===== src/source/cpu_pkg.sv =====
package cpu_pkg;

    localparam int xlen = 32;                  // data and address width, one word

    typedef enum logic [6:0] {
        op_load   = 7'd3,                      // lw
        op_imm    = 7'd19,                     // addi, andi, ori, slti
        op_store  = 7'd35,                     // sw
        op_r      = 7'd51,                     // add, sub, and, or, slt
        op_branch = 7'd99,                     // beq only
        op_jalr   = 7'd103,
        op_jal    = 7'd111
    } opcode_t;

    typedef enum logic [1:0] {
        res_alu,                               // alu result back to rd
        res_mem,                               // load data back to rd
        res_pc4                                // link address for jal and jalr
    } result_src_t;

    typedef enum logic [1:0] {imm_i, imm_s, imm_b, imm_j} imm_src_t;

    typedef enum logic [1:0] {aluop_add, aluop_sub, aluop_funct} alu_op_t;

    typedef enum logic [2:0] {alu_add, alu_sub, alu_and, alu_or, alu_slt} alu_ctrl_t;

    typedef enum logic [1:0] {
        pc_plus4,                              // fall through
        pc_target,                             // pc plus immediate, beq and jal
        pc_alu                                 // rs1 plus immediate with bit 0 cleared, jalr
    } pc_src_t;

    // whole control word out of the main decoder, 11 bits
    typedef struct packed {
        pc_src_t     pc_src;
        result_src_t result_src;
        logic        mem_write;
        logic        alu_src;                  // 1 picks the immediate as alu operand b
        imm_src_t    imm_src;
        logic        reg_write;
        alu_op_t     alu_op;
    } ctrl_t;

endpackage


===== src/source/instr_mem.sv =====
module instr_mem #(
    parameter int imem_words = 64
) (
    input  logic                     clk,
    input  logic                     load_en,    // program load, only while reset is high
    input  logic [cpu_pkg::xlen-1:0] load_addr,  // word index, not a byte address
    input  logic [cpu_pkg::xlen-1:0] load_data,
    input  logic [cpu_pkg::xlen-1:0] addr,       // byte address from the pc
    output logic [cpu_pkg::xlen-1:0] instr
);

    localparam int aw = $clog2(imem_words);

    logic [cpu_pkg::xlen-1:0] mem [imem_words];

    assign instr = mem[addr[aw+1:2]];           // word aligned fetch, no latency

    always_ff @(posedge clk) begin
        if (load_en) begin
            mem[load_addr[aw-1:0]] <= load_data;
        end
    end

    assert property (@(posedge clk) load_en |-> (load_addr < imem_words))
        else $error("program load past end of instruction memory");

endmodule


===== config.mk =====
export PLATFORM = sky130hd
export DESIGN_NAME = instr_mem
export DESIGN_NICKNAME = d
export VERILOG_FILES = /design/src/source/cpu_pkg.sv /design/src/source/instr_mem.sv
export SDC_FILE = /design/constraint.sdc
export NUM_CORES = 2
export LEC_CHECK = 0
export BUFFER_PORTS_ARGS = -buffer_cell sky130_fd_sc_hd__buf_2
export CAP_MARGIN = 20
export CORE_ASPECT_RATIO = 0.8
export CORE_MARGIN = 2
export CORE_UTILIZATION = 44
export CTS_BUF_LIST = sky130_fd_sc_hd__clkbuf_8
export DETAILED_ROUTE_END_ITERATION = 8
export PLACE_DENSITY = 0.69
export SETUP_SLACK_MARGIN = 0.2
export SLEW_MARGIN = 40
export SYNTH_ARGS = -nofsm -noshare
export SYNTH_HDL_FRONTEND = slang
export SYNTH_SLANG_ARGS = --single-unit

===== constraint.sdc =====
create_clock -name clk -period 12.2 [get_ports clk]
set_clock_uncertainty 0.2 [all_clocks]
set_input_delay 2.44 -clock clk [delete_from_list [all_inputs] [get_ports clk]]
set_output_delay 2.44 -clock clk [all_outputs]
set_load 0.01 [all_outputs]

[Yosys cells after proc, flatten, opt, wreduce, memory -nomap -nowiden]
Memories as Yosys holds them, arrays and structs flattened.
Cells that the tools add are included.
Storage, ports and cells
  register bits: 0
  RAM bits: 2048
  input port bits: 98
  output and inout bits: 32
  word-level logic and storage cells: 3
  memories kept: 1
Cells by class
  muxes and demuxes: 2
Memories
  mem: depth 64, width 32, rd ports 1, clocked after Yosys merged registers in 0, write ports 1, line instr_mem.sv:14  | logic [cpu_pkg::xlen-1:0] mem [imem_words];
Operators with widths (count)
  $mux 1: 2

[Longest topological paths before layout]
  depth after elaboration: 2
  gate-level depth with buffers: 10

[Worst setup path before layout]
Ideal clock, no wire load.
  kind: input port to output port
  start point: input addr[3] (netlist bit)
  end point: output instr[13] (netlist bit)
  arrival: 4210 ps
  path slack: 5350 ps
  stages: 7
  path buffers: 3
  cell sequence: buf_2 -> clkbuf_1 -> clkbuf_1 -> mux4_2 -> mux4_2 -> o22ai_1 -> nor2_1
On the way
  word-level cells in the longest chain between the ends: 1
Ends and longest elaborated chain
  from (decl): line instr_mem.sv:8  | input logic [cpu_pkg::xlen-1:0] addr,
  $mem_v2 64x32
  to (decl): line instr_mem.sv:9  | output logic [cpu_pkg::xlen-1:0] instr
Every way passes these cells.

[Final worst setup path]
  start point: input addr[2] (netlist bit)
  end point: output instr[29] (netlist bit)
The elaborated chain is that of the path after synthesis.

==> out/metrics.cfg <==
[floorplanning]
die_area_um2=180000
core_um2=176000
rows=138
die_w_um=474
start_util=0.442
die_h_um=380
ios=130

[sta]
slew_violations=0
worst_slew_pin_slew_ns=0.944
period_share=0.714
slew_headroom=0.371
tns_ns=0
rsz0062_at_grt=false
setup_viol=0
period_needed_ns=8.71
fmax_mhz=115
hold_viol_final=0

[final_layout]
syn2layout_area_growth_pct=12.1
layout.nets=3697
drive_above_1_share=0.303
final_cells=6185
n_fill_cell=13800
largest_reg_flops=2048

[routing]
wirelength_mm=191
ant_nets=0
first_pass_iters=5
drc=0
via_per_inst=6.02
dr.first_iter.drc_count=4973
vias=37200
wl_per_cell_um=30.9

[yosys]
postSynth.asyncResetShare=0
synthXorXnorAreaFrac=0
ys_warn_count=0
syn_area_um2=77900
synth-adder-area-share=0
synth_fp_nets=3390
yosys.area.top_type=edfxtp_1
synth.most_common_cell=edfxtp_1
synth_edf_count=2048
yosys-top-cells-area=edfxtp_1, mux4_2, mux2i_1, o22ai_1, nor2_1
postSynthAreaPerCell_um2=23.7
synth_cell_types=33
synth_top_family_by_area=multiplexers
muxShareOfSynthArea=0.169
synth-seq-cells=2048
synthCells=3292
synthTopCellsByCount=edfxtp_1, mux4_2, nor2_1
synth-seq-area-share=0.790
synth_simple_gate_area_share=0.0128
synth.top_cell.area_share=0.790
dominantRegCellSynth=edfxtp_1
synth_compound_area_frac=0.0169

[clock_tree]
htree_levels=5
cts_buffers=306
max-clock-path-buffers=4
cts_sinks=2048
cts_setup_buffers=0
clkTransAtPathRegs_ns=0.06
cts_resized=0
postCtsHoldBufs=0
root_buffer=clkbuf_8
cts_tree=done

[pwr]
p_leak_nw=27.1
internal_power_mw=10.7
design_power_total_mw=13.6
ir_worst_vdd_mv=0.108
p_seq_frac=0.572
p_clk_frac=0.376
power.density_nw_per_um2=156
sw_frac_of_total=0.218
p_comb_frac=0.052
p_sw_mw=2.98

[outcome]
status=completed

[global_routing]
globalRouteOverflowTotal=0
grt_max_degree=100
antenna_found_initial=6
gr-usage-met3=0.0432
top_usage_layer=met2
grt_usage=0.211
grt_pass1_wl_mm=269
grtUsageMet1=0.311
first_global_vias=37000
use_met2=0.316

[place]
routabilityCongestion=0.797
dp_cells=5669
numPortBuffers=77
hpwl_mm=97.4

[critical_path]
crit_required_ns=9.56
critical_path_peak_fanout=77
endpoint_kind=output pin
crit_path_start_kind=input port
worstSetupPathType=in2out
cp.arrival_ns=6.07

[job]
maxCapViolCount=0

[min_path]
hold_path_class=in2reg

cell usage in the layout, fill, tap and decap left out, types with 5 or more instances in the layout:
cell	n
edfxtp_1	2048
mux4_2	544
clkbuf_8	310
buf_4	120
mux2i_1	93
o22ai_1	84
inv_1	83
nor2_1	74
clkinv_1	74
nor2_4	62
a21oi_1	60
buf_2	46
o221ai_1	27
nand2_1	26
clkinv_2	23
nor2b_1	14
a22oi_1	12
bufinv_16	12
buf_12	10
a311oi_1	8
nand2b_1	7
diode_2	5
nand3b_1	5
nor3_1	5
nand3_1	5
layer usage:
metal / vias to the layer above / routed length [um]
li1: 14800 / -
met2: 2115 / 88300
met5: - / 0
met1: 20000 / 77300
met4: 0 / 5000
met3: 298 / 20200
power groups by stage:
stage                     logic [mW]  registers, mW  clock network [mW]
after detailed placement       0.711           7.95                   0
final                          0.711           7.80                5.12
after global routing           0.751           7.80                5.50
after global placement         0.698           7.95                   0
after floorplan                0.395           7.95                   0
after CTS                      0.712           7.80                5.22
final timing paths:
path / startpoint / endpoint / slack [ns] / cells past startpoint
setup / recovery: addr[2] / instr[29] / 3.49 / 8
hold / removal: load_data[11] / mem[40][11]$_DFFE_PP_ / 1.76 / 1
through the flow:
step | cell area, um2 | hold slack, ns | utilization | worst slack (ns)
floorplan | 77900 | 2.34 | - | 5.35
finish | 87300 | 1.76 | 0.495 | 3.49
global placement | 81800 | 2.85 | 0.464 | 3.55
detailed placement | 81800 | 2.80 | 0.464 | 3.54
global route | 87300 | 1.78 | 0.495 | 3.34
CTS | 87200 | 1.68 | 0.495 | 3.56
logic make-up (layout without fill, tap and decap cells):
group           after synthesis  in the layout
flops                      2048           2048
buf+inv                     182            690
mux                         637            637
simple gates                223            223
other cells                   0              5
compound gates              202            202
area by class of cell:
cell class,instances,area [um2],area share
clock inverters,199,1130,0.0129
well taps,2380,2980,0.0341
multi-input cells,1062,16000,0.183
clock buffers,310,4270,0.0489
diodes,5,12.5,0.000143
flip-flops and latches,2048,61500,0.705
repair buffers,181,1420,0.0162
worst max-delay path, cell delays in order:
cell and delay, ns:
buf_8 0.54, buf_12 0.52, or3b_1 0.75, o221ai_1 0.32
a21oi_1 0.40, a21oi_1 0.28, nor2_1 0.47, buf_2 0.22
(Power assumes the default switching activity.)
