--- src/source/cpu_pkg.sv ---
package cpu_pkg;

    localparam int xlen = 32;                  // data and address width, one word

    typedef enum logic [6:0] {
        op_load   = 7'd3,                      // lw
        op_imm    = 7'd19,                     // addi, andi, ori, slti
        op_store  = 7'd35,                     // sw
        op_r      = 7'd51,                     // add, sub, and, or, slt
        op_branch = 7'd99,                     // beq only
        op_jalr   = 7'd103,
        op_jal    = 7'd111
    } opcode_t;

    typedef enum logic [1:0] {
        res_alu,                               // alu result back to rd
        res_mem,                               // load data back to rd
        res_pc4                                // link address for jal and jalr
    } result_src_t;

    typedef enum logic [1:0] {imm_i, imm_s, imm_b, imm_j} imm_src_t;

    typedef enum logic [1:0] {aluop_add, aluop_sub, aluop_funct} alu_op_t;

    typedef enum logic [2:0] {alu_add, alu_sub, alu_and, alu_or, alu_slt} alu_ctrl_t;

    typedef enum logic [1:0] {
        pc_plus4,                              // fall through
        pc_target,                             // pc plus immediate, beq and jal
        pc_alu                                 // rs1 plus immediate with bit 0 cleared, jalr
    } pc_src_t;

    // whole control word out of the main decoder, 11 bits
    typedef struct packed {
        pc_src_t     pc_src;
        result_src_t result_src;
        logic        mem_write;
        logic        alu_src;                  // 1 picks the immediate as alu operand b
        imm_src_t    imm_src;
        logic        reg_write;
        alu_op_t     alu_op;
    } ctrl_t;

endpackage

--- src/source/data_mem.sv ---
module data_mem #(
    parameter int dmem_words = 64
) (
    input  logic                     clk,
    input  logic                     we,       // sw, gated by reset at the top
    input  logic [cpu_pkg::xlen-1:0] addr,     // byte address from the alu
    input  logic [cpu_pkg::xlen-1:0] wdata,
    output logic [cpu_pkg::xlen-1:0] rdata
);

    localparam int aw = $clog2(dmem_words);

    logic [cpu_pkg::xlen-1:0] mem [dmem_words];  // contents survive reset
    logic [aw-1:0]            idx;

    assign idx   = addr[aw+1:2];               // drop the byte offset
    assign rdata = mem[idx];                   // lw sees it in the same cycle

    always_ff @(posedge clk) begin
        if (we) begin
            mem[idx] <= wdata;
        end
    end

    // only whole words are stored, so the program must keep addresses aligned
    assert property (@(posedge clk) we |-> (addr[1:0] == 2'b00))
        else $error("misaligned store to data memory");

endmodule

--- config.mk ---
export PLATFORM = sky130hd
export DESIGN_NAME = data_mem
export DESIGN_NICKNAME = d
export VERILOG_FILES = /design/src/source/cpu_pkg.sv /design/src/source/data_mem.sv
export SDC_FILE = /design/constraint.sdc
export NUM_CORES = 2
export LEC_CHECK = 0
export BUFFER_PORTS_ARGS = -buffer_cell sky130_fd_sc_hd__buf_4
export CORE_UTILIZATION = 40
export CTS_CLUSTER_DIAMETER = 30
export DETAILED_ROUTE_END_ITERATION = 10
export GPL_ROUTABILITY_DRIVEN = 0
export HOLD_SLACK_MARGIN = 0.05
export SLEW_MARGIN = 10
export SYNTH_ARGS = -nofsm -noshare
export SYNTH_HDL_FRONTEND = slang
export SYNTH_SLANG_ARGS = --single-unit
--- constraint.sdc ---
create_clock -name clk -period 8.8 [get_ports clk]
set_input_delay 0 -clock clk [delete_from_list [all_inputs] [get_ports clk]]
set_output_delay 0 -clock clk [all_outputs]
set_load 0.05 [all_outputs]
# [Word level (Yosys, flattened, before mapping)]
# Memories as Yosys holds them, arrays and structs flattened.
# Cells that the tools add are included.
[word_totals] register_bits=0 ram_bits=2048 input_bits=66 out_inout_bits=32 wordCells=3 mem_count=1
[mem_list] name="mem" words=64 width=32 read_ports=1 rd_ports_with_merged_regs=0 wr=1 line="data_mem.sv:13" rtl="logic [cpu_pkg::xlen-1:0] mem [dmem_words];"
[op_classes] mux=2
[op_table] op="$mux W1" n=2

# [Depth between registers and ports, before layout]
[depth] ltp_word=2 ltp_mapped=13

# [Worst setup path after synthesis]
# No wires, ideal clock.
[synth_timing] path_type="input port to flip-flop" from="in addr[4] (netlist name)" to="mem mem[15][0] (netlist name), enable pin" setup_time_ns=0.421 arrival_time_ns=2.818 t_required_ns=8.379 slack_ns=5.561 stages=8 n_path_buf=6 path_cell_list="buf_2 > buf_2 > buf_2 > buf_2 > buf_2 > buf_2 > nand3_1 > nor2_1"
[synth_rtl] element="start: declaration" line="data_mem.sv:6" rtl="input logic [cpu_pkg::xlen-1:0] addr,"
[synth_rtl] element="end: declaration" line="data_mem.sv:13"
# No word-level cell before the write port.

# [Worst setup path in the final report]
[layout_timing] from="in addr[4] (netlist name)" to="out rdata[1] (netlist name)"
[layout_between] elab_chain_len=1
[layout_lines] element="$mem_v2 Z64 W32"
[layout_lines] element="end: declaration" line="data_mem.sv:8" rtl="output logic [cpu_pkg::xlen-1:0] rdata"
# Every way passes these cells.

==> results_dict.tcl <==
set metrics [dict create \
    cpPeakStageDelay_ps 720 \
    port-buffer-count 71 \
    setup_viol 0 \
    ir_drop_v 0.000178 \
    p_per_area_nw_per_um2 282 \
    pwr-share-comb 0.042 \
    cp-end-kind "output port" \
    post-synth-top-count-cell "edfxtp_1" \
    rsz0062_at_grt "no" \
    placed_area_sq_um 82400 \
    largest_register "mem" \
    cts_tree "yes" \
    worstSetupPathType "primary input to output port" \
    fmax_mhz 221 \
    syn_inst 4207 \
    drt_iter0_drc 5026 \
    cp_num_cells 11 \
    p_leak_nw 31.7 \
    clockBufferDepth 4 \
    swShare 0.209 \
    p_int_mw 21.5 \
    largest_reg_flops 2048 \
    top_regs "mem: 2048 flops" \
    wl_mm 219 \
    gr-usage-all-layers 0.218 \
    cp.required_ps 8800 \
    rows 162 \
    yosys.area.top_type_share 0.786 \
    core_area_sq_um 195000 \
    avgSynthCellArea_sq_um 18.6 \
    crit_buf_inv 5 \
    final_max_slew_viol_count 0 \
    firstDrtPassIters 6 \
    maxCapViolCount 0 \
    synth_fp_nets 4273 \
    cts_root_buf "clkbuf_16" \
    syn_area_sq_um 78300 \
    startpoint "addr[4]" \
    ys_types 55 \
    start_kind "primary input" \
    cp_common_cell "buf_4" \
    async_flop_share 0 \
    grt_pass1_wl_mm 312 \
    clock-sinks 2048 \
    vias 44000 \
    yosys_warnings 0 \
    synth-seq-cells 2048 \
    critPathMaxFanout 98 \
    p_seq_frac 0.400 \
    yosys-top-cells-count "edfxtp_1, mux2i_1, a22oi_1, a221oi_1, clkbuf_1" \
    cts_hold_buf 32 \
    drive_gt1_frac 0.237 \
    setup_tns_ps 0 \
    post_cts_resized 0 \
    crit_path_cell_trace "buf_8, buf_12, buf_4, or2_2, buf_4, o22ai_1, a21oi_1, o21a_1, o221ai_1, or4_1, buf_4" \
    synth_flop_cell "edfxtp_1" \
    routedWlPerCell_microns 29.5 \
    drc 0 \
    min_period_ps 4530 \
    dp_hpwl_mm 115 \
    hp-class "primary input to flip-flop" \
    antenna_found_initial 10 \
    post_cts.repair.setup_buffers 0 \
    area_growth_pct 23.0 \
    crit_family "buffers and inverters" \
    viasPerCell 5.92 \
    start_util 0.402 \
    hold_path_depth 2 \
    status "finished, final reports clean" \
    p_sw_mw 5.68 \
    dieHeight_microns 444 \
    htree_levels 5 \
    crit_path_top_delay_cell "buf_4" \
    synth_area_leaders "edfxtp_1, mux2i_1, mux4_2" \
    num-nets-final 4624 \
    hold_violations 0 \
    ys_seq_area_frac 0.786 \
    cts_buffers 410 \
    postLayoutCellArea_sq_um 96300 \
    grt_pass1_vias 43800 \
    p_clk_frac 0.558 \
    io_pins 98 \
    synth_area_leader_cell "edfxtp_1" \
    tightest_slew_ps 1100 \
    crit_arrival_ps 4530 \
    relSlewSlack 0.263 \
    synth_edf_count 2048 \
    hold_start "wdata[26]" \
    final.period_utilization 0.515 \
    overflow 0 \
    grt_max_degree 99 \
    clk_pin_slew_ps 50 \
    antenna_left 0 \
    fp.dieArea_sq_um 197000 \
    die_x_microns 444 \
]
-- kinds of logic (layout without fill, tap and decap cells) --
| family | count (synthesis) | count (layout) | share of synthesized area |
|---|---|---|---|
| DFF | 2048 | 2048 | 0.786 |
| AOI/OAI and AO/OA | 933 | 933 | 0.0873 |
| muxes | 502 | 502 | 0.0819 |
| and+or+nand+nor | 424 | 424 | 0.0283 |
| buffers and inverters | 300 | 970 | 0.0170 |
| other | 0 | 6 | 0 |
-- stage by stage --
step	util	hold slack, ps	worst slack [ps]	power, mW	cells
after CTS	0.495	120	4270	27.3	7419
final	0.495	139	4270	27.2	7425
after global placement	0.423	544	4260	12.1	6656
after global routing	0.495	163	4100	27.8	7421
after floorplan	-	98.9	5560	11.6	4207
after detailed placement	0.423	567	4270	12.2	6656
-- layout make-up --
cell class,instances,area (sq um)
Antenna cell,6,15.0
Clock buffer,465,10600
Clock inverter,266,2970
Fill cell,15700,98300
Inverter,2,15.0
Multi-Input combinational cell,1859,16100
Sequential cell,2048,61500
Tap cell,2542,3180
Timing Repair Buffer,237,1890
-- routing by layer --
metal	up-vias	track usage	part of all wire
met3	417	0.0472	0.088
met2	2175	0.350	0.48
met4	4	0.0750	0.032
met5	-	0	0.00011
li1	18400	-	-
met1	23000	0.295	0.40
-- power groups by stage --
stage,clock (mW),sequential [mW],combinational (mW)
floorplan,0,11.0,0.611
global route,15.8,10.8,1.21
detailed placement,0,11.0,1.13
finish,15.2,10.8,1.15
global placement,0,11.0,1.12
CTS,15.3,10.8,1.15
-- layout by cell type (no fill, tap or decap), types with 14 or more instances in the layout --
cell / n
nor2_4: 68
clkbuf_1: 49
clkinvlp_4: 33
a31oi_1: 43
nand2_1: 27
a22oi_1: 188
o22a_1: 70
a21oi_1: 121
mux2i_1: 259
nor4_1: 14
nor3_1: 19
clkinv_1: 70
buf_4: 201
nand2b_1: 15
clkbuf_16: 416
dlygate4sd3_1: 32
bufinv_16: 61
o21ai_0: 84
o22ai_1: 93
or4_1: 15
clkinv_2: 78
and3_1: 85
a22o_1: 66
nor2_1: 76
nand3_1: 53
a222oi_1: 16
mux4_2: 96
edfxtp_1: 2048
o2bb2ai_1: 15
mux2_2: 147
a221o_1: 15
clkinv_4: 14
a211oi_1: 17
a221oi_1: 175
or4b_1: 14
-- path summary, 6_finish.rpt --
kind / end / slack (ps)
max: rdata[1] / 4270
min: mem[24][26]$_DFFE_PP_ / 140
Power figures use the tool's default switching activity.
