===== config.mk =====
export PLATFORM = sky130hd
export DESIGN_NAME = main_decoder
export DESIGN_NICKNAME = d
export VERILOG_FILES = /design/src/source/cpu_pkg.sv /design/src/source/main_decoder.sv
export SDC_FILE = /design/constraint.sdc
export NUM_CORES = 1
export LEC_CHECK = 0
export ABC_AREA = 1
export BUFFER_PORTS_ARGS = -buffer_cell sky130_fd_sc_hd__buf_4
export CAP_MARGIN = 40
export CELL_PAD_IN_SITES_DETAIL_PLACEMENT = 0
export CELL_PAD_IN_SITES_GLOBAL_PLACEMENT = 1
export CORE_AREA = 2 2 39 41
export DETAILED_ROUTE_END_ITERATION = 12
export DIE_AREA = 0 0 41 43
export PLACE_DENSITY = 0.66
export SKIP_LAST_GASP = 1
export SYNTH_ARGS = -nofsm -noshare
export SYNTH_HDL_FRONTEND = slang
export SYNTH_SLANG_ARGS = --single-unit

===== constraint.sdc =====
create_clock -name vclk -period 0.8
set_input_delay 0 -clock vclk [all_inputs]
set_output_delay 0 -clock vclk [all_outputs]
set_load 0.02 [all_outputs]

===== src/source/cpu_pkg.sv =====
package cpu_pkg;

    localparam int xlen = 32;                  // data and address width, one word

    typedef enum logic [6:0] {
        op_load   = 7'd3,                      // lw
        op_imm    = 7'd19,                     // addi, andi, ori, slti
        op_store  = 7'd35,                     // sw
        op_r      = 7'd51,                     // add, sub, and, or, slt
        op_branch = 7'd99,                     // beq only
        op_jalr   = 7'd103,
        op_jal    = 7'd111
    } opcode_t;

    typedef enum logic [1:0] {
        res_alu,                               // alu result back to rd
        res_mem,                               // load data back to rd
        res_pc4                                // link address for jal and jalr
    } result_src_t;

    typedef enum logic [1:0] {imm_i, imm_s, imm_b, imm_j} imm_src_t;

    typedef enum logic [1:0] {aluop_add, aluop_sub, aluop_funct} alu_op_t;

    typedef enum logic [2:0] {alu_add, alu_sub, alu_and, alu_or, alu_slt} alu_ctrl_t;

    typedef enum logic [1:0] {
        pc_plus4,                              // fall through
        pc_target,                             // pc plus immediate, beq and jal
        pc_alu                                 // rs1 plus immediate with bit 0 cleared, jalr
    } pc_src_t;

    // whole control word out of the main decoder, 11 bits
    typedef struct packed {
        pc_src_t     pc_src;
        result_src_t result_src;
        logic        mem_write;
        logic        alu_src;                  // 1 picks the immediate as alu operand b
        imm_src_t    imm_src;
        logic        reg_write;
        alu_op_t     alu_op;
    } ctrl_t;

endpackage


===== src/source/main_decoder.sv =====
module main_decoder (
    input  cpu_pkg::opcode_t opcode,           // instruction bits 6:0
    input  logic             eq,               // alu zero flag, operands equal for beq
    output cpu_pkg::ctrl_t   ctrl              // every control field for this instruction
);
    import cpu_pkg::*;

    always_comb begin
        // safe defaults, an unknown opcode writes nothing and falls through
        ctrl.pc_src     = pc_plus4;
        ctrl.result_src = res_alu;
        ctrl.mem_write  = 1'b0;
        ctrl.alu_src    = 1'b0;
        ctrl.imm_src    = imm_i;
        ctrl.reg_write  = 1'b0;
        ctrl.alu_op     = aluop_add;

        case (opcode)
            op_r: begin
                ctrl.reg_write = 1'b1;         // rs1 op rs2 into rd
                ctrl.alu_op    = aluop_funct;
            end
            op_imm: begin
                ctrl.alu_src   = 1'b1;         // rs1 op imm
                ctrl.reg_write = 1'b1;
                ctrl.alu_op    = aluop_funct;
            end
            op_load: begin
                ctrl.result_src = res_mem;
                ctrl.alu_src    = 1'b1;        // address is rs1 + imm
                ctrl.reg_write  = 1'b1;
            end
            op_store: begin
                ctrl.mem_write = 1'b1;
                ctrl.alu_src   = 1'b1;
                ctrl.imm_src   = imm_s;        // split immediate
            end
            op_branch: begin
                ctrl.pc_src  = eq ? pc_target : pc_plus4;   // taken only when rs1 == rs2
                ctrl.imm_src = imm_b;
                ctrl.alu_op  = aluop_sub;      // compare by subtraction
            end
            op_jal: begin
                ctrl.pc_src     = pc_target;
                ctrl.result_src = res_pc4;     // link
                ctrl.imm_src    = imm_j;
                ctrl.reg_write  = 1'b1;
            end
            op_jalr: begin
                ctrl.pc_src     = pc_alu;      // target comes out of the alu
                ctrl.result_src = res_pc4;
                ctrl.alu_src    = 1'b1;
                ctrl.imm_src    = imm_i;       // jalr takes the i-type immediate
                ctrl.reg_write  = 1'b1;
            end
            default: begin
                ctrl.pc_src = pc_plus4;        // nop
            end
        endcase
    end

endmodule


Yosys cells after proc, flatten, opt, wreduce, memory -nomap -nowiden
Cells that the tools add are included.
{"block": "totals", "reg_bits": 0, "in_bits": 8, "out_inout_bits": 11, "word_cells": 19}
{"block": "classes", "n_eq_ne": 7, "muxes": 8, "n_reduce_logical": 4}
{"cell": "== test 7 bit (second input constant)", "count": 3}
{"cell": "== test 7 x 6 -> 1 bit (second input constant)", "count": 2}
{"cell": "case mux 2 bit (3 select lines)", "count": 2}
{"cell": "case mux 2 bit (2 select lines)", "count": 2}
{"cell": "== test 7 x 2 -> 1 bit (second input constant)", "count": 1}
{"cell": "== test 7 x 5 -> 1 bit (second input constant)", "count": 1}
{"cell": "OR reduction 5 bit", "count": 1}
{"cell": "2-to-1 mux 1 bit", "count": 4}
{"cell": "OR reduction 2 bit", "count": 2}
{"cell": "OR reduction 4 bit", "count": 1}

Logic depth before layout (Yosys ltp)
{"block": "logic_depth", "ltp_word": 3, "ltp_mapped": 6, "ltp_nobuf": 6}

Worst setup path before layout
OpenSTA, ideal clock, no wires.
{"block": "synth_timing", "kind": "input-to-output", "from": "input opcode[1]", "to": "output ctrl[4] (netlist bit)", "arrival_ps": 723, "t_required_ps": 800, "slack_ps": 77, "stages": 4, "n_path_buf": 0, "path_cell_list": "nand2_1 > inv_1 > nand2_2 > o21ai_0"}
{"item": "start: declaration", "line": "main_decoder.sv:2", "rtl": "input cpu_pkg::opcode_t opcode,"}
{"item": "end: declaration", "line": "main_decoder.sv:4", "rtl": "output cpu_pkg::ctrl_t ctrl"}

==> results.json <==
{
  "status": "completed",
  "ys_seq_area_frac": 0,
  "worst_pin_slew_ns": 0.1832,
  "routed_wl_microns": 496,
  "antenna_left": 0,
  "cp.arrival_ns": 0.72,
  "synth_top_cell_by_area": "nand2_1",
  "grt_pass1_wl_microns": 814,
  "die_w_microns": 41,
  "mostFrequentLayoutCells": "19 x buf_4, 10 x nand2_1, 6 x nor2_1",
  "setup_viol": 0,
  "die_height_microns": 43,
  "maxSlewViolCount": 0,
  "synth_cell_types": 12,
  "post-cts-setup-buffers": 0,
  "vias": 251,
  "netlist_area_sq_um": 168.9,
  "via_per_inst": 3.535,
  "stdcell_count": 71,
  "rows": 14,
  "syn_to_final_growth_pct": 102.2,
  "n_clock_buffer": 0,
  "grt_max_degree": 5,
  "worstSetupPathType": "in2out",
  "port_buffers": 19,
  "layout_setup_ws_ns": 0.07700,
  "path_max_fanout": 3,
  "synthTopCellsByArea": "nand2_1 24%, nor2_1 13%, inv_1 11%, nand2_2 7.4%, nor2_2 7.4%",
  "die-area_sq_mm": 0.001763,
  "fin_util": 0.2468,
  "first_global_vias": 217,
  "post-route-period-util": 0.9037,
  "hold_class": "in2out",
  "gr-usage-all-layers": 0.06194,
  "grt_antenna_before_repair": 0,
  "setup_tns_ns": 0,
  "regArea_sq_um": 0,
  "netlist.area_leader.share": 0.2444,
  "mostFrequentLayoutCell": "buf_4",
  "core_area_sq_mm": 0.001384,
  "critPathLaunchType": "input pin",
  "crit_end": "ctrl[1]",
  "ios": 19,
  "synth_warnings": 0,
  "finalNetCount": 65,
  "crit_required_ns": 0.80,
  "final-hold-violation-count": 0,
  "syn_avg_cell_area_sq_um": 4.692,
  "cap_violations": 0,
  "fin_crit_ns": 0.7230,
  "dp_slack_ns": 0.05597,
  "synth_cells": 36,
  "ir_drop_uv": 100.1,
  "design.seq.count": 0,
  "p_leak_nw": 0.2270,
  "routabilityCongestion": 0.7062,
  "final_layout_size_suffix_gt1_frac": 0.5455,
  "num_antenna_cells": 0,
  "startpoint": "opcode[2]",
  "crit_path_end_kind": "output port",
  "wire_per_inst_microns": 6.986,
  "clock.fmax_mhz": 1383,
  "dr.pass1.iters": 2,
  "detail_route.iter0.violations": 2,
  "syn_nets": 44,
  "timing.slew.headroom": 0.8774,
  "start_util": 0.1221,
  "dp_cells": 71,
  "rsz0062_at_grt": "no",
  "powerDensity_mw_per_mm2": 290.7,
  "hpwl_microns": 479.7,
  "grt_overflow": 0,
  "drcViolationCount": 0
}
-- metrics by stage --
stage | instance area, sq um | hold slack, ns | power, W
after floorplan | 168.9 | 0.07979 | 0.00004243
after global routing | 341.6 | 0.2929 | 0.0001109
after CTS | 331.6 | 0.2819 | 0.00009511
after global placement | 331.6 | 0.2805 | 0.00009532
final | 341.6 | 0.2775 | 0.00009930
after detailed placement | 331.6 | 0.2810 | 0.00009497
-- cell type report --
type	instances	area, sq um
fill	169	1042
multi-input combinational	28	148.9
timing repair buffer	19	142.6
inverter	8	30.03
tap	16	20.02
-- how the worst min path moves through the flow --
stage               slack, ns      start  depth (start not counted)       to
floorplan                0.08  opcode[4]                          1  ctrl[7]
global placement         0.28  opcode[4]                          3  ctrl[7]
detailed placement       0.28  opcode[4]                          3  ctrl[7]
CTS                      0.28  opcode[4]                          3  ctrl[7]
global route             0.29  opcode[4]                          3  ctrl[7]
finish                   0.28  opcode[4]                          3  ctrl[7]
-- power breakdown --
group | total (W) | internal, W | switching, W
Clock | 0 | 0 | 0
Combinational | 0.0000993 | 0.0000462 | 0.0000530
Sequential | 0 | 0 | 0
Total | 0.0000993 | 0.0000462 | 0.0000530
-- worst max-delay path, stage by stage --
cell and delay [ns]:
buf_4 0.12, nor2_2 0.13, nand2_2 0.10, inv_2 0.08, o21ai_2 0.06, nor2_2 0.09
buf_4 0.15
-- synthesized netlist by cell type --
master,instances
inv_1,5
inv_2,3
nand2_1,11
nand2_2,2
nand3_1,2
nand3_2,1
nor2_1,6
nor2_2,2
nor2_4,1
o21ai_0,1
o21ai_1,1
o21ai_2,1
-- layer usage --
layer  part of all wire  vias up  global-route usage  wire [microns]
li1                   -      144                   -               -
met1               0.37       99             0.07595             184
met2               0.55        8              0.1188             273
met3              0.077        0                   0              38
met4                  0        0                   0               0
met5                  0        -                   0               0
-- logic make-up after synthesis --
| kind of cell | synth area share |
|---|---|
| simple gates | 0.7111 |
| buf+inv | 0.1778 |
| compound gates | 0.1111 |
-- repair_timing --
item	CTS	global route
resized for setup	0	2
hold buffers	0	0
endpoints found under the setup margin	0	2
(Power assumes the default switching activity.)
