`config.mk`:
```
export PLATFORM = sky130hd
export DESIGN_NAME = imm_extend
export DESIGN_NICKNAME = d
export VERILOG_FILES = /design/src/source/cpu_pkg.sv /design/src/source/imm_extend.sv
export SDC_FILE = /design/constraint.sdc
export NUM_CORES = 1
export LEC_CHECK = 0
export BUFFER_PORTS_ARGS = -buffer_cell sky130_fd_sc_hd__buf_2
export CORE_AREA = 4 4 41 43
export DETAILED_ROUTE_END_ITERATION = 10
export DIE_AREA = 0 0 45 47
export PLACE_DENSITY = 0.91
export SLEW_MARGIN = 0
export SYNTH_ARGS = -nofsm -noshare
export SYNTH_HDL_FRONTEND = slang
export SYNTH_SLANG_ARGS = --single-unit
```
`constraint.sdc`:
```
create_clock -name vclk -period 1.05
set_input_delay 0.105 -clock vclk [all_inputs]
set_output_delay 0.105 -clock vclk [all_outputs]
set_load 0.02 [all_outputs]
```
`src/source/cpu_pkg.sv`:
```
package cpu_pkg;

    localparam int xlen = 32;                  // data and address width, one word

    typedef enum logic [6:0] {
        op_load   = 7'd3,                      // lw
        op_imm    = 7'd19,                     // addi, andi, ori, slti
        op_store  = 7'd35,                     // sw
        op_r      = 7'd51,                     // add, sub, and, or, slt
        op_branch = 7'd99,                     // beq only
        op_jalr   = 7'd103,
        op_jal    = 7'd111
    } opcode_t;

    typedef enum logic [1:0] {
        res_alu,                               // alu result back to rd
        res_mem,                               // load data back to rd
        res_pc4                                // link address for jal and jalr
    } result_src_t;

    typedef enum logic [1:0] {imm_i, imm_s, imm_b, imm_j} imm_src_t;

    typedef enum logic [1:0] {aluop_add, aluop_sub, aluop_funct} alu_op_t;

    typedef enum logic [2:0] {alu_add, alu_sub, alu_and, alu_or, alu_slt} alu_ctrl_t;

    typedef enum logic [1:0] {
        pc_plus4,                              // fall through
        pc_target,                             // pc plus immediate, beq and jal
        pc_alu                                 // rs1 plus immediate with bit 0 cleared, jalr
    } pc_src_t;

    // whole control word out of the main decoder, 11 bits
    typedef struct packed {
        pc_src_t     pc_src;
        result_src_t result_src;
        logic        mem_write;
        logic        alu_src;                  // 1 picks the immediate as alu operand b
        imm_src_t    imm_src;
        logic        reg_write;
        alu_op_t     alu_op;
    } ctrl_t;

endpackage

```
`src/source/imm_extend.sv`:
```
module imm_extend (
    input  logic [cpu_pkg::xlen-1:0] instr,
    input  cpu_pkg::imm_src_t        imm_src,
    output logic [cpu_pkg::xlen-1:0] imm       // sign extended from instr bit 31
);
    import cpu_pkg::*;

    always_comb begin
        case (imm_src)
            imm_i: imm = {{20{instr[31]}}, instr[31:20]};               // addi, lw, jalr
            imm_s: imm = {{20{instr[31]}}, instr[31:25], instr[11:7]};  // sw
            imm_b: begin
                // branch offset, halfword aligned
                imm = {{19{instr[31]}}, instr[31], instr[7],
                       instr[30:25], instr[11:8], 1'b0};
            end
            imm_j: begin
                imm = {{11{instr[31]}}, instr[31], instr[19:12],
                       instr[20], instr[30:21], 1'b0};                  // jal, +-1 MiB
            end
            default: imm = '0;
        endcase
    end

endmodule

```
== Yosys cells after proc, flatten, opt, wreduce, memory -nomap -nowiden ==
Cells that the tools add are included.
Word-level totals
  bits of input ports: 34
  output and inout bits: 32
  flip-flop bits (word level): 0
Operators by class
  eq/ne operators: 3
  reduce and logical (&&, ||, !) cells: 1
  muxes and demuxes: 1
Operators with widths (number)
  one-hot mux 32 bit (4 select lines): 1
  == test 2 bit, second input constant: 2
  == test 2 x 1 -> 1 bit, second input constant: 1
  zero test 2 bit: 1

== Depth between registers and ports, before layout ==
Gate-level depths: netlist of the first run.
  word-level depth: 2
  mapped depth: 3
  depth with buffers taken out: 2

== Worst setup path after synthesis of the first run ==
OpenSTA, ideal clock, no wires.
  kind: input to output
  start: input port imm_src[0]
  end: output port imm[11] (netlist bit)
  path slack: 0.208 ns
  cell stages on the path: 3
  arrival time: 0.737 ns
  required time: 0.945 ns
  path through: buf_4 -> mux2i_1 -> a21oi_1
Between the ends
  longest elaborated chain between the ends: 2
  elaborated cells between the ends (all ways): 5
  those cells by class: eq/ne (3); mux (1); reduce/logical (1)
RTL lines
  start: declaration: line imm_extend.sv:3  | input cpu_pkg::imm_src_t imm_src,
  == test 2 bit (tied with other cells): line imm_extend.sv:9  | case (imm_src)
  one-hot mux 32 bit (4 select lines) (*): line imm_extend.sv:9
  end: declaration: line imm_extend.sv:4  | output logic [cpu_pkg::xlen-1:0] imm
Mark *: on every way between the ends. The rest lies on a longest branch, timed or not. The select of a mux whose other input is x is not followed.

== Worst setup path after layout of the first run ==
  start: input port imm_src[0]
  end: output port imm[2] (netlist bit)
The elaborated chain is that of the path after synthesis.

==> flow_metrics.env, run 1 <==
export IMPL_status="finished clean"
export IMPL_setup_ws_ns=0.0173
export IMPL_leakage_nw=0.326
export IMPL_drtPass1Iterations=2
export IMPL_relSlewSlack_pct=83.9
export IMPL_synth_seq_area_share_pct=0
export IMPL_io_buffers=47
export IMPL_die_area_sq_um=2120
export IMPL_cp_arrival_ns=0.93
export IMPL_synth_top_cell_area_share_pct=44.2
export IMPL_vias=381
export IMPL_power_share_combinational_pct=100.0
export IMPL_top_layer_used="met3"
export IMPL_internal_power_mw=0.195
export IMPL_ios=66
export IMPL_syn_nets=73
export IMPL_rows=13
export IMPL_ctsHoldBuffers=0
export IMPL_synth_most_common_cell="buf_4"
export IMPL_hpwl_um=905
export IMPL_min_path_type="in2out"
export IMPL_yosys_area_top_type="buf_4"
export IMPL_syn_area_per_cell_sq_um=8.28
export IMPL_pre_cts_slack_ns=-0.0765
export IMPL_final_cells=86
export IMPL_crit_path_end_kind="output pin"
export IMPL_slew_violations=0
export IMPL_core_area_sq_um=1300
export IMPL_drc_errors=0
export IMPL_netlist_instances=39
export IMPL_nClkBuffers=0
export IMPL_grt_max_degree=12
export IMPL_criticalPathCategory="in2out"
export IMPL_layout_min_cycle_time_ns=1.03
export IMPL_nFlopsAndLatches=0
export IMPL_drv_cap=0
export IMPL_nNetsFinal=107
export IMPL_rsz0062_at_grt="no"
export IMPL_layout_drive_gt1_share_pct=93.0
export IMPL_grt_antenna_before_repair=0
export IMPL_dieWidth_um=45
export IMPL_drt_wirelength_per_cell_um=13.5
export IMPL_seq_power_share_pct=0
export IMPL_grt_pass1_vias=357
export IMPL_met3_length_um=172
export IMPL_max_freq_ghz=0.968
export IMPL_placed_cells=86
export IMPL_yosysWarnings=0
export IMPL_whs_ns=0.210
export IMPL_n_fill_cell=134
export IMPL_grt_pass1_wl_mm=1.41
export IMPL_p_per_area_nw_per_um2=673
export IMPL_postCtsSetupBuffers=0
export IMPL_die_y_um=47
export IMPL_seqCellArea_sq_um=0
export IMPL_min_period_over_period_pct=98.4
export IMPL_detail_route_antenna_nets=0
export IMPL_initial_core_util_pct=24.8
export IMPL_place_congestion=0.595
export IMPL_power_switching_mw=0.193
export IMPL_synth_top_cells_by_count="buf_4 (19), a31o_2 (8), mux2_2 (4)"
export IMPL_synth_distinct_cells=9
export IMPL_pwr_share_clk_pct=0
export IMPL_tightest_slew_ns=0.242
export IMPL_met1_length_um=384
export IMPL_grt_usage_pct=8.35
export IMPL_finalSetupViolations=0
export IMPL_switching_share_pct=49.7
export IMPL_vias_per_cell=4.43
export IMPL_fin_setup_tns_ns=0
export IMPL_worstPathRequired_ns=0.94
export IMPL_hold_viol=0
export IMPL_path_max_fanout=4
export IMPL_synth_area_top_cells="buf_4 (44%), a31o_2 (22%), mux2_2 (14%)"
export IMPL_syn_to_final_growth_pct=78.7
export IMPL_finalPower_mw=0.388
export IMPL_syn_area_sq_um=323
export IMPL_wl_met2_um=604
export IMPL_grt_overflow=0
export IMPL_first_iter_violations=2
export IMPL_wl_mm=1.16
export IMPL_antenna_cells=0
export IMPL_start_kind="input pin"
export IMPL_ir_worst_vdd_v=0.000210
-- routing by layer --
layer | GRT usage, % | vias to the layer above
met4 | 0 | 0
li1 | - | 184
met2 | 17.5 | 30
met1 | 9.01 | 167
met5 | 0 | -
met3 | 1.53 | 0
-- cell families after synthesis --
| logic type | count (synthesis) | synth area share (%) |
|---|---|---|
| AO/OA/AOI/OAI | 10 | 26.7 |
| XOR/XNOR | 1 | 5.04 |
| buffers and inverters | 20 | 45.7 |
| multiplexers | 6 | 20.2 |
| AND/OR/NAND/NOR | 2 | 2.33 |
-- area by class of cell --
cell class,count,area [sq um],area share (%)
multi-input combinational,19,209,36.2
timing repair buffer,52,349,60.5
tap,15,18.8,3.25
-- critical path, stage by stage --
cell	delay, ns
buf_4	0.14
xor2_4	0.22
mux2_4	0.33
buf_6	0.13
-- placed cells by master, fill, tap and decap left out --
cell type,n
buf_2,33
a31o_2,8
mux2i_1,2
a21oi_1,1
buf_4,8
xor2_4,1
a21boi_4,1
buf_6,11
mux2_4,4
nor2_1,2
-- power by group through the flow --
stage,logic (mW),registers [mW],clock network (mW)
CTS,0.358,0,0
floorplan,0.244,0,0
global placement,0.301,0,0
detailed placement,0.309,0,0
global route,0.407,0,0
finish,0.388,0,0
-- worst paths after layout --
path	from	endpoint	slack, ns	cells past startpoint
worst max-delay path	imm_src[0]	imm[2]	0.02	4
worst min-delay path	instr[26]	imm[6]	0.21	0
-- per-stage QoR --
stage / cell area, sq um / utilization, %
floorplan: 323 / -
global placement: 467 / 35.9
detailed placement: 467 / 35.9
CTS: 534 / 41.1
global route: 577 / 44.3
finish: 577 / 44.3
-- repair_timing --
action	in CTS	in global routing
setup endpoints to repair	12	8
gates resized for setup	17	14
pin swaps	1	1
Power figures use the tool's default switching activity.
==> run 2: changes to the inputs <==
--- a/config.mk
+++ b/config.mk
@@ -9,7 +9,7 @@
 export CORE_AREA = 4 4 41 43
 export DETAILED_ROUTE_END_ITERATION = 10
 export DIE_AREA = 0 0 45 47
-export PLACE_DENSITY = 0.91
+export PLACE_DENSITY = 0.8
 export SLEW_MARGIN = 0
 export SYNTH_ARGS = -nofsm -noshare
 export SYNTH_HDL_FRONTEND = slang
==> flow_metrics.env, run 2 (synthesis gave the netlist of run 1 again) <==
export IMPL_ios=66
export IMPL_first_iter_violations=7
export IMPL_criticalPathCategory="in2out"
export IMPL_grt_max_degree=14
export IMPL_tightest_slew_ns=0.225
export IMPL_worstPathRequired_ns=0.94
export IMPL_hold_start="instr[25]"
export IMPL_die_y_um=47
export IMPL_slew_violations=0
export IMPL_use_met2_pct=17.8
export IMPL_wl_mm=1.13
export IMPL_drtPass1Iterations=4
export IMPL_gr_usage_met3_pct=0.766
export IMPL_core_area_sq_um=1300
export IMPL_grt_pass1_vias=348
export IMPL_relSlewSlack_pct=85.0
export IMPL_nNetsFinal=109
export IMPL_n_fill_cell=140
export IMPL_placed_cells=88
export IMPL_leakage_nw=0.323
export IMPL_vias_per_cell=4.48
export IMPL_busiest_layer="met2"
export IMPL_final_common_cell="buf_2"
export IMPL_finalPower_mw=0.369
export IMPL_status="finished clean"
export IMPL_min_path_type="in2out"
export IMPL_hpwl_um=787
export IMPL_layout_min_cycle_time_ns=1.03
export IMPL_drc_errors=0
export IMPL_postCtsSetupBuffers=0
export IMPL_hold_end="imm[5]"
export IMPL_initial_core_util_pct=24.8
export IMPL_die_area_sq_um=2120
export IMPL_path_max_fanout=4
export IMPL_rsz0062_at_grt="yes"
export IMPL_grt_antenna_before_repair=0
export IMPL_multi_input_area_sq_um=201
export IMPL_max_freq_ghz=0.968
export IMPL_cp_arrival_ns=0.93
export IMPL_final_cell_mix="buf_2 (38), buf_4 (10), a31o_2 (8)"
export IMPL_grt_usage_pct=9.06
export IMPL_layout_drive_gt1_share_pct=93.2
export IMPL_nClkBuffers=0
export IMPL_hold_viol=0
export IMPL_syn_to_final_growth_pct=72.5
export IMPL_finalSetupViolations=0
export IMPL_start_kind="input pin"
export IMPL_seqCellArea_sq_um=0
export IMPL_p_per_area_nw_per_um2=663
export IMPL_detail_route_antenna_nets=0
export IMPL_drt_wirelength_per_cell_um=12.8
export IMPL_drv_cap=0
export IMPL_nFlopsAndLatches=0
export IMPL_antenna_cells=0
export IMPL_gr_usage_met1_pct=11.3
export IMPL_final_cells=88
export IMPL_ir_worst_vdd_v=0.000185
export IMPL_grt_pass1_wl_mm=1.48
export IMPL_min_period_over_period_pct=98.3
export IMPL_min_path_cells=0
export IMPL_grt_overflow=0
export IMPL_rows=13
export IMPL_dieWidth_um=45
export IMPL_ctsHoldBuffers=0
export IMPL_io_buffers=47
export IMPL_crit_path_end_kind="output pin"
export IMPL_vias=394
export IMPL_place_congestion=0.641
-- run 2: worst max-delay path: stages --
cell and delay, ns:
buf_8 0.11, xor2_4 0.24, mux2_4 0.34, buf_6 0.13
-- run 2: layout make-up --
type | instances | share of cell area, %
timing repair buffer | 54 | 60.4
multi-input combinational | 19 | 36.2
tap | 15 | 3.37
-- run 2: metrics by stage --
step           setup WS, ns  hold WS, ns  utilization, %  area (sq um)  TNS [ns]
3_3_place_gp        -0.0329        0.210            37.0           482    -0.124
5_1_grt             -0.0237        0.210            42.8           557   -0.0545
2_1_floorplan         0.208        0.323               -           323         0
6_report             0.0175        0.210            42.8           557         0
3_5_place_dp        -0.0445        0.210            37.0           482    -0.156
4_1_cts              0.0246        0.210            41.6           542         0
-- run 2: what timing repair did --
action,in CTS,in global routing
gates resized for setup,16,5
setup endpoints to repair,4,10
pin swaps,1,2
-- run 2: power breakdown --
part | total (mW) | switching, mW | leakage [nW] | internal, mW
Clock | 0 | 0 | 0 | 0
Sequential | 0 | 0 | 0 | 0
Combinational | 0.369 | 0.187 | 0.323 | 0.182
-- run 2: routing by layer --
layer,vias up,part of all wire (%),routed length [um]
li1,188,-,-
met5,-,0,0
met4,0,0,0
met3,0,17,187
met2,32,50,562
met1,174,33,378
-- run 2: worst max path at each step --
stage | from | end | slack, ns | depth (start not counted)
2_1_floorplan | imm_src[0] | imm[11] | 0.21 | 3
3_3_place_gp | imm_src[1] | imm[2] | -0.03 | 4
3_5_place_dp | imm_src[0] | imm[2] | -0.04 | 4
4_1_cts | imm_src[1] | imm[2] | 0.02 | 4
5_1_grt | imm_src[0] | imm[11] | -0.02 | 6
6_report | imm_src[0] | imm[2] | 0.02 | 4
