[src/source/cpu_pkg.sv]
package cpu_pkg;

    localparam int xlen = 32;                  // data and address width, one word

    typedef enum logic [6:0] {
        op_load   = 7'd3,                      // lw
        op_imm    = 7'd19,                     // addi, andi, ori, slti
        op_store  = 7'd35,                     // sw
        op_r      = 7'd51,                     // add, sub, and, or, slt
        op_branch = 7'd99,                     // beq only
        op_jalr   = 7'd103,
        op_jal    = 7'd111
    } opcode_t;

    typedef enum logic [1:0] {
        res_alu,                               // alu result back to rd
        res_mem,                               // load data back to rd
        res_pc4                                // link address for jal and jalr
    } result_src_t;

    typedef enum logic [1:0] {imm_i, imm_s, imm_b, imm_j} imm_src_t;

    typedef enum logic [1:0] {aluop_add, aluop_sub, aluop_funct} alu_op_t;

    typedef enum logic [2:0] {alu_add, alu_sub, alu_and, alu_or, alu_slt} alu_ctrl_t;

    typedef enum logic [1:0] {
        pc_plus4,                              // fall through
        pc_target,                             // pc plus immediate, beq and jal
        pc_alu                                 // rs1 plus immediate with bit 0 cleared, jalr
    } pc_src_t;

    // whole control word out of the main decoder, 11 bits
    typedef struct packed {
        pc_src_t     pc_src;
        result_src_t result_src;
        logic        mem_write;
        logic        alu_src;                  // 1 picks the immediate as alu operand b
        imm_src_t    imm_src;
        logic        reg_write;
        alu_op_t     alu_op;
    } ctrl_t;

endpackage

[src/source/alu.sv]
module alu (
    input  logic                     clk,      // only samples the check below
    input  logic [cpu_pkg::xlen-1:0] a,
    input  logic [cpu_pkg::xlen-1:0] b,
    input  cpu_pkg::alu_ctrl_t       alu_ctrl,
    output logic [cpu_pkg::xlen-1:0] y,
    output logic                     zero      // y is all zeros, used as eq by beq
);
    import cpu_pkg::*;

    logic lt;                                  // signed less than

    assign lt = $signed(a) < $signed(b);

    always_comb begin
        case (alu_ctrl)
            alu_add: y = a + b;
            alu_sub: y = a - b;
            alu_and: y = a & b;
            alu_or:  y = a | b;
            alu_slt: y = {{(xlen-1){1'b0}}, lt};
            default: y = a + b;
        endcase
    end

    assign zero = (y == '0);

    // the decoder chain must always resolve to a real operation
    assert property (@(posedge clk) !$isunknown(alu_ctrl))
        else $error("alu_ctrl is unknown");

endmodule

[config.mk]
export PLATFORM = sky130hd
export DESIGN_NAME = alu
export DESIGN_NICKNAME = d
export VERILOG_FILES = /design/src/source/cpu_pkg.sv /design/src/source/alu.sv
export SDC_FILE = /design/constraint.sdc
export NUM_CORES = 1
export LEC_CHECK = 0
export BUFFER_PORTS_ARGS = -buffer_cell sky130_fd_sc_hd__buf_2
export CAP_MARGIN = 20
export CORE_MARGIN = 5
export CORE_UTILIZATION = 40
export DETAILED_ROUTE_END_ITERATION = 6
export PLACE_DENSITY = 0.64
export SETUP_SLACK_MARGIN = 0.2
export SLEW_MARGIN = 20
export SYNTH_ARGS = -nofsm -noshare
export SYNTH_HDL_FRONTEND = slang
export SYNTH_SLANG_ARGS = --single-unit
[constraint.sdc]
create_clock -name vclk -period 4.8
set_clock_uncertainty 0.2 [all_clocks]
set_input_delay 0.48 -clock vclk [all_inputs]
set_output_delay 0.48 -clock vclk [all_outputs]
set_load 0.005 [all_outputs]
* After elaboration in Yosys (flattened, before gate mapping)
Index checks and enable logic that the tools add are counted.
** Word-level totals
- Flip-flop bits (word level) :: 0
- Input port bits :: 68
- Output and inout bits :: 33
- Word-level logic and storage cells :: 11
** Cells by class
- $add $sub $neg :: 2
- $lt $le $gt $ge :: 1
- Equal/unequal tests :: 4
- Multiplexer cells :: 1
- Bitwise gates (word level) :: 2
- Reduce and logical (&&, ||, !) cells :: 1
** Operators by type and width (count)
- $pmux W32 S4 :: 1
- $add A32 B32 Y32 :: 1
- $and A32 B32 Y32 :: 1
- $logic_not A32 Y1 :: 1
- $lt A32 B32 Y1 :: 1
- $or A32 B32 Y32 :: 1
- $sub A32 B32 Y32 :: 1
- $eq A3 B2 Y1 const B :: 2
- $eq A3 B1 Y1 const B :: 1
- $eq A3 B3 Y1 const B :: 1

* Logic depth before layout (Yosys ltp)
Gate-level depths: netlist of the first run.
- Depth after elaboration :: 3
- Gate-level depth with buffers :: 15
- Gate-level depth less buffers :: 14

* Worst setup path after synthesis of the first run
No wires, ideal clock.
- Kind :: input port to output port
- Start point :: input a[2] (netlist bit)
- End point :: output zero
- Data arrival time :: 3.810 ns
- Required time :: 4.120 ns
- Setup slack :: 0.310 ns
- Stages on the path :: 13
- Buffers on the path :: 0
- Cell sequence :: inv_1 > ha_1 > o211a_1 > a211oi_2 > o31ai_2 > o311a_1 > a211o_1 > a31o_4 > a221oi_2 > o22ai_1 > or4b_1 > or4_1 > nor4_2
** Between the ends
- Cells in the longest elaborated chain, start to end :: 3
- Elaborated cells on any way between the ends :: 7
- Those cells by class :: 2 x add/sub; 1 x order compare; 1 x mux; 2 x bitwise; 1 x reduce/logical
** Ends and longest elaborated chain
- start, declared :: RTL line alu.sv:3 : input logic [cpu_pkg::xlen-1:0] a,
- $add A32 B32 Y32 or $sub A32 B32 Y32 (tied branches) :: RTL line alu.sv:17, alu.sv:22, alu.sv:18
- $pmux W32 S4 (*) :: RTL line alu.sv:16 : case (alu_ctrl)
- named net y, one bit :: RTL line alu.sv:6 : output logic [cpu_pkg::xlen-1:0] y,
- $logic_not A32 Y1 (*) :: RTL line alu.sv:26 : assign zero = (y == '0);
- end, declared :: RTL line alu.sv:7 : output logic zero
The timed path passes the listed nets; every way through them passes the cells marked *.

* Final worst setup path of the first run
- Start point :: input a[2] (netlist bit)
- End point :: output zero
** Between the ends
- Cells in the longest elaborated chain, start to end :: 3
- Elaborated cells on any way between the ends :: 7
- Those cells by class :: 2 x add/sub; 1 x order compare; 1 x mux; 2 x bitwise; 1 x reduce/logical
** Ends and longest elaborated chain (RTL line)
- $add A32 B32 Y32 (tied with other cells) :: alu.sv:17, alu.sv:22
- $pmux W32 S4 (*) :: alu.sv:16
- $logic_not A32 Y1 (*) :: alu.sv:26
Every way passes the cells marked *; elsewhere a longest branch is shown, timed or not.

==> metrics, run 1 <==
status finished with violations; failing checks negative setup slack; final hold violation count 0; Yosys warning total 0; Hold/Removal Path Class in -> out; Setup Viol. Count Final 1; Power Dens Cells approximately 140 nW/µm²; largest net degree at the start of global routing 28; Mean Syn Cell Area about 6.6 µm²; setup ws final -0.09457 ns; min Tclk post-route between 4 and 5 ns; Initial Utilization between 40% and 50%; Synth top area share between 20% and 30%; initial DRC count 830; synth-to-layout area growth 36.47%; routed wire length around 20 mm; vias in the first global route 6881; DR WL met2 between 9 and 10 mm; max cap viols 0; core area 13350 µm²; port bufs 100; I/O pins about 100; GPL Wtd Cong 0.9731; hpwl dp 16.49 mm; Startpoint Class primary input; Vias/cell 5.806; clock buffer count 0; Max VDD drop 0.06890 mV; first-pass GRT wire length approximately 33 mm; Post-Synthesis Cells 834; Row Count 42; Final nets 1223; Core Util, Final a little under three fifths; top post-synthesis cells by count 96 x ha_1, 96 x inv_1, 78 x nor2_1; GRT Total Usage about a quarter; library cells used by synthesis 92; # DRC 0; FF/Latch Area 0 µm²; sequential share of the synthesized area 0%; Tcrit/Tclk final 102.0%; Worst EP arrival about 4.2 ns; setup TNS -0.09457 ns; Yosys top cell by area ha_1; antenna violation net count after detailed routing 0; post-synth net total 1000; Die Span X around 130 µm; Die Ht between 100 and 150 µm; design area about 7500 µm²; routed vias 7147; share of layout cells above drive strength 1 around 31%; Detail Route met3 WL about 1.7 mm; max_slew headroom 58.28%; Seq cells 0; Crit Path Class in -> out; worst slew pin tran between 0.6 and 0.7 ns; highest routed layer met4; die area 16190 µm²; unrepaired setup endpoints after global routing yes; Post-Syn Area 5497 µm²; placed cell areas roughly 7300 µm²; ANT cells 0; initial antenna violation count 0; fmax 204.3 MHz; static leakage power between 3 and 4 nW; CP endpoint kind primary output; Worst EP required 4.12 ns; Wirelength per Cell roughly 17 µm; gr ovfl total 0; DRT met1 WL 8.743 mm; Synth area leaders ha_1 22%, inv_1 6.6%, a21oi_1 6.2%; worst-path fanout max 4; drt pass-1 iters 6; final slew viol count 0
==> worst max-delay path, stage by stage <==
cell and delay, ns:
buf_2 0.12, ha_1 0.25, a211o_1 0.34, a211oi_4 0.32, o31ai_4 0.11, o311a_1 0.39
a211o_1 0.31, a31o_4 0.25, a221oi_4 0.27, o22ai_2 0.13, or4b_4 0.51, or4_4 0.45
nor4_2 0.13, buf_2 0.15
==> per-stage QoR <==
stage	total power [W]	setup WS, ns	hold WS [ns]	std cells
3_5_place_dp	0.0009570	-0.2409	1.424	1229
5_1_grt	0.001105	-0.1918	1.455	1231
2_1_floorplan	0.0005454	0.3097	1.070	834
4_1_cts	0.0009796	-0.1060	1.426	1231
3_3_place_gp	0.0009502	-0.2119	1.416	1229
6_report	0.001014	-0.09457	1.406	1231
==> final cells by class <==
type	instances	area (µm²)
timing repair buffer	271	1797
tap	176	220.2
inverter	99	374.1
multi-input combinational	685	5110
fill	1371	5847
==> per-layer routing <==
layer  track usage [%]  up-vias
li1                  -     3464
met1             32.38     3263
met2             40.75      363
met3             1.586       57
met4             7.256        0
met5                 0        -
==> final timing paths <==
check  start    end  slack, ns  depth (start not counted)
min    b[10]  y[10]       1.41                          5
max     a[2]   zero      -0.09                         14
==> placed cells by master (no fill, tap or decap), types with 5 or more instances in the layout <==
master    instances
a21oi_1          65
o31ai_1          11
nor4_1            5
nand4_1           7
nor3_1           22
nand3_1          14
inv_1            94
ha_1             93
o21ai_0          50
o21bai_1          8
buf_2            98
a31oi_1          11
nand2_1          62
a221oi_1          7
mux2i_1          10
o221ai_1          8
a211oi_1          6
o211a_1           5
nor2b_1          16
nand2b_1         17
a21o_1           17
o22ai_1          13
o211ai_1         16
buf_4           171
o21a_1           10
o21ai_1           6
nor2_1           77
==> repair_timing <==
item	CTS	global route
pin swaps	9	7
buffers inserted	2	0
endpoints found under the setup margin	1	2
hold buffers	0	0
resized for setup	17	20
==> cell families after synthesis <==
group           after synthesis  synth area share [%]
mux                          13                 2.436
fa+ha+maj                    98                 22.58
buf+inv                     149                 10.70
simple gates                262                 23.92
compound gates              305                 39.24
xor+xnor                      7                 1.115
==> power by group <==
part           switching, W  internal, W
clock                     0            0
sequential                0            0
combinational      0.000551     0.000462
(Power assumes the default switching activity.)
==> run 2: changes to the inputs <==
Settings changed: ABC_AREA from default to 1, PLACE_DENSITY 0.64 to 0.63.
==> run 2 against run 1 <==
Compared with the run above:
- the flow now finishes without violations
- fmax is 28% higher
- first-iteration DRC count is 4.7% higher
- final area shrank 4.8%
- synthesized cell count increased by 58%
- sequential share of layout area is the same
- worst setup slack improved by 1.1 ns
- critical endpoint unchanged
- highest routed layer unchanged
==> metrics, run 2 <==
Worst EP required between 4 and 5 ns; Final nets about 1600; drt pass-1 iters 7; hold_buf cts 0; CP endpoint kind primary output; vias in the first global route 7267; Die Ht 138.1 µm; core area approximately 16000 µm²; status completed; top post-synthesis cells by count 400 x nand2_1, 278 x inv_1, 150 x nor2_1; most frequent cells in the layout 400 x nand2_1, 278 x inv_1, 149 x nor2_1, 142 x nand3_1, 100 x buf_2; max_slew headroom about half; Max stage delay on crit path between 0.5 and 0.6 ns; Crit Path Class in -> out; slowest cell on the critical path inv_2; crit path buf inv count 3; Setup Viol. Count Final 0; routed vias about 8100; placed cell areas just over 7000 µm²; Internal Power ~0.00028 W; worst slew pin tran about 0.75 ns; static leakage power roughly 4.5 nW; post-synth net total between 1000 and 1500; initial antenna violation count 0; GRT Total Usage between 20% and 30%; NetSw between 0.0005 and 0.0006 W; clock buffer count 0; design area between 7000 and 8000 µm²; Sw Ratio approximately two thirds; most common cell in the netlist nand2_1; max cap viols 0; share of layout cells above drive strength 1 between 10% and 20%; Post-Synthesis Cells roughly 1300; Clk pwr share 0%; commonest non-fill, non-tap cell in the layout nand2_1; library cells used by synthesis 34; ANT cells 0; Worst EP arrival about 3.2 ns; Largest delay share family, worst path simple AND/OR/NAND/NOR gates; GPL Wtd Cong a little under 1; Post-Syn Area roughly 6600 µm²; unrepaired setup endpoints after global routing no; min Tclk post-route between 3 and 4 ns; Hold/Removal Path Class in -> out; initial DRC count slightly below 900; combinational power share 100.0%; synth-to-layout area growth 8.769%; Mean Syn Cell Area roughly 5.0 µm²; crit path cell chain buf_2 -> o21ai_0 -> nand2_2 -> inv_2 -> nand3_1 -> nand2_1 -> nand3_1 -> nor2_1 -> nand2_1 -> nor2_1 -> nand3_1 -> nor2_1 -> nand3_1 -> nor2_1 -> buf_2; first-pass GRT wire length between 30 and 40 mm; I/O pins 101; fmax 261.0 MHz; Seq pwr share 0%; Synth area leaders nand2_1 23%, ha_1 18%, inv_1 16%; Wirelength per Cell 14.79 µm; Yosys top cell by area nand2_1; routed wire length roughly 24 mm; gr ovfl total 0; die area 19070 µm²; Synth top area share between 20% and 30%; antenna violation net count after detailed routing 0; Max VDD drop just over 0.05 mV; FF/Latch Area 0 µm²; Die Span X ~140 µm; port bufs 100; hpwl dp around 21 mm; filler instances 1942; # DRC 0; Yosys warning total 0; final hold violation count 0; Tcrit/Tclk final ~80%; setup TNS 0 ns; sequential share of the synthesized area 0%; Row Count 46; # Post-CTS Setup Buffers 0; Vias/cell between 5 and 6; final slew viol count 0; largest net degree at the start of global routing 32; Initial Utilization between 40% and 50%; Startpoint Class primary input; pre-CTS WS ~1.0 ns; setup ws final ~0.97 ns; Power Dens Cells between 100 and 150 nW/µm²; worst-path fanout max 22; Seq cells 0; Resize count post-CTS 0
run 2: final cells by class:
cell class	instances	area [µm²]	area share, %
inverter	289	1085	15.19
multi-input combinational	992	5246	73.48
tap	216	270.3	3.785
timing repair buffer	105	538.0	7.536
run 2: power groups by stage:
stage          combinational [W]  clock, W  sequential (W)
2_1_floorplan           0.000595         0               0
3_3_place_gp            0.000846         0               0
3_5_place_dp            0.000851         0               0
4_1_cts                 0.000855         0               0
5_1_grt                 0.000964         0               0
6_report                0.000867         0               0
run 2: path summary, 6_finish.rpt:
path	startpoint	end	cells after the start
worst max-delay path	alu_ctrl[0]	zero	15
worst min-delay path	b[6]	y[6]	5
run 2: cell families after synthesis:
| group | synth area share, % |
|---|---|
| AOI/OAI and AO/OA | 10.58 |
| xor gates and xnor gates | 0.1335 |
| adders and majority gates | 18.91 |
| buffers and inverters | 20.19 |
| and+or+nand+nor | 50.19 |
run 2: stage by stage:
stage / hold slack, ns / power (W) / std cells / util, %
after floorplan: 1.021 / 0.0005948 / 1316 / -
after global placement: 1.312 / 0.0008460 / 1602 / 44.62
after detailed placement: 1.317 / 0.0008509 / 1602 / 44.62
after CTS: 1.319 / 0.0008546 / 1602 / 44.62
after global routing: 1.381 / 0.0009636 / 1602 / 44.62
final: 1.316 / 0.0008671 / 1602 / 44.62
run 2: metal layers:
metal / part of all wire, % / global-route usage, % / wire length (µm) / up-vias
li1: - / - / - / 4167
met2: 44 / 38.13 / 10370 / 327
met1: 46 / 33.30 / 10800 / 3605
met5: 0 / 0 / 0 / -
met3: 8.7 / 2.310 / 2068 / 32
met4: 1.9 / 3.380 / 451 / 0
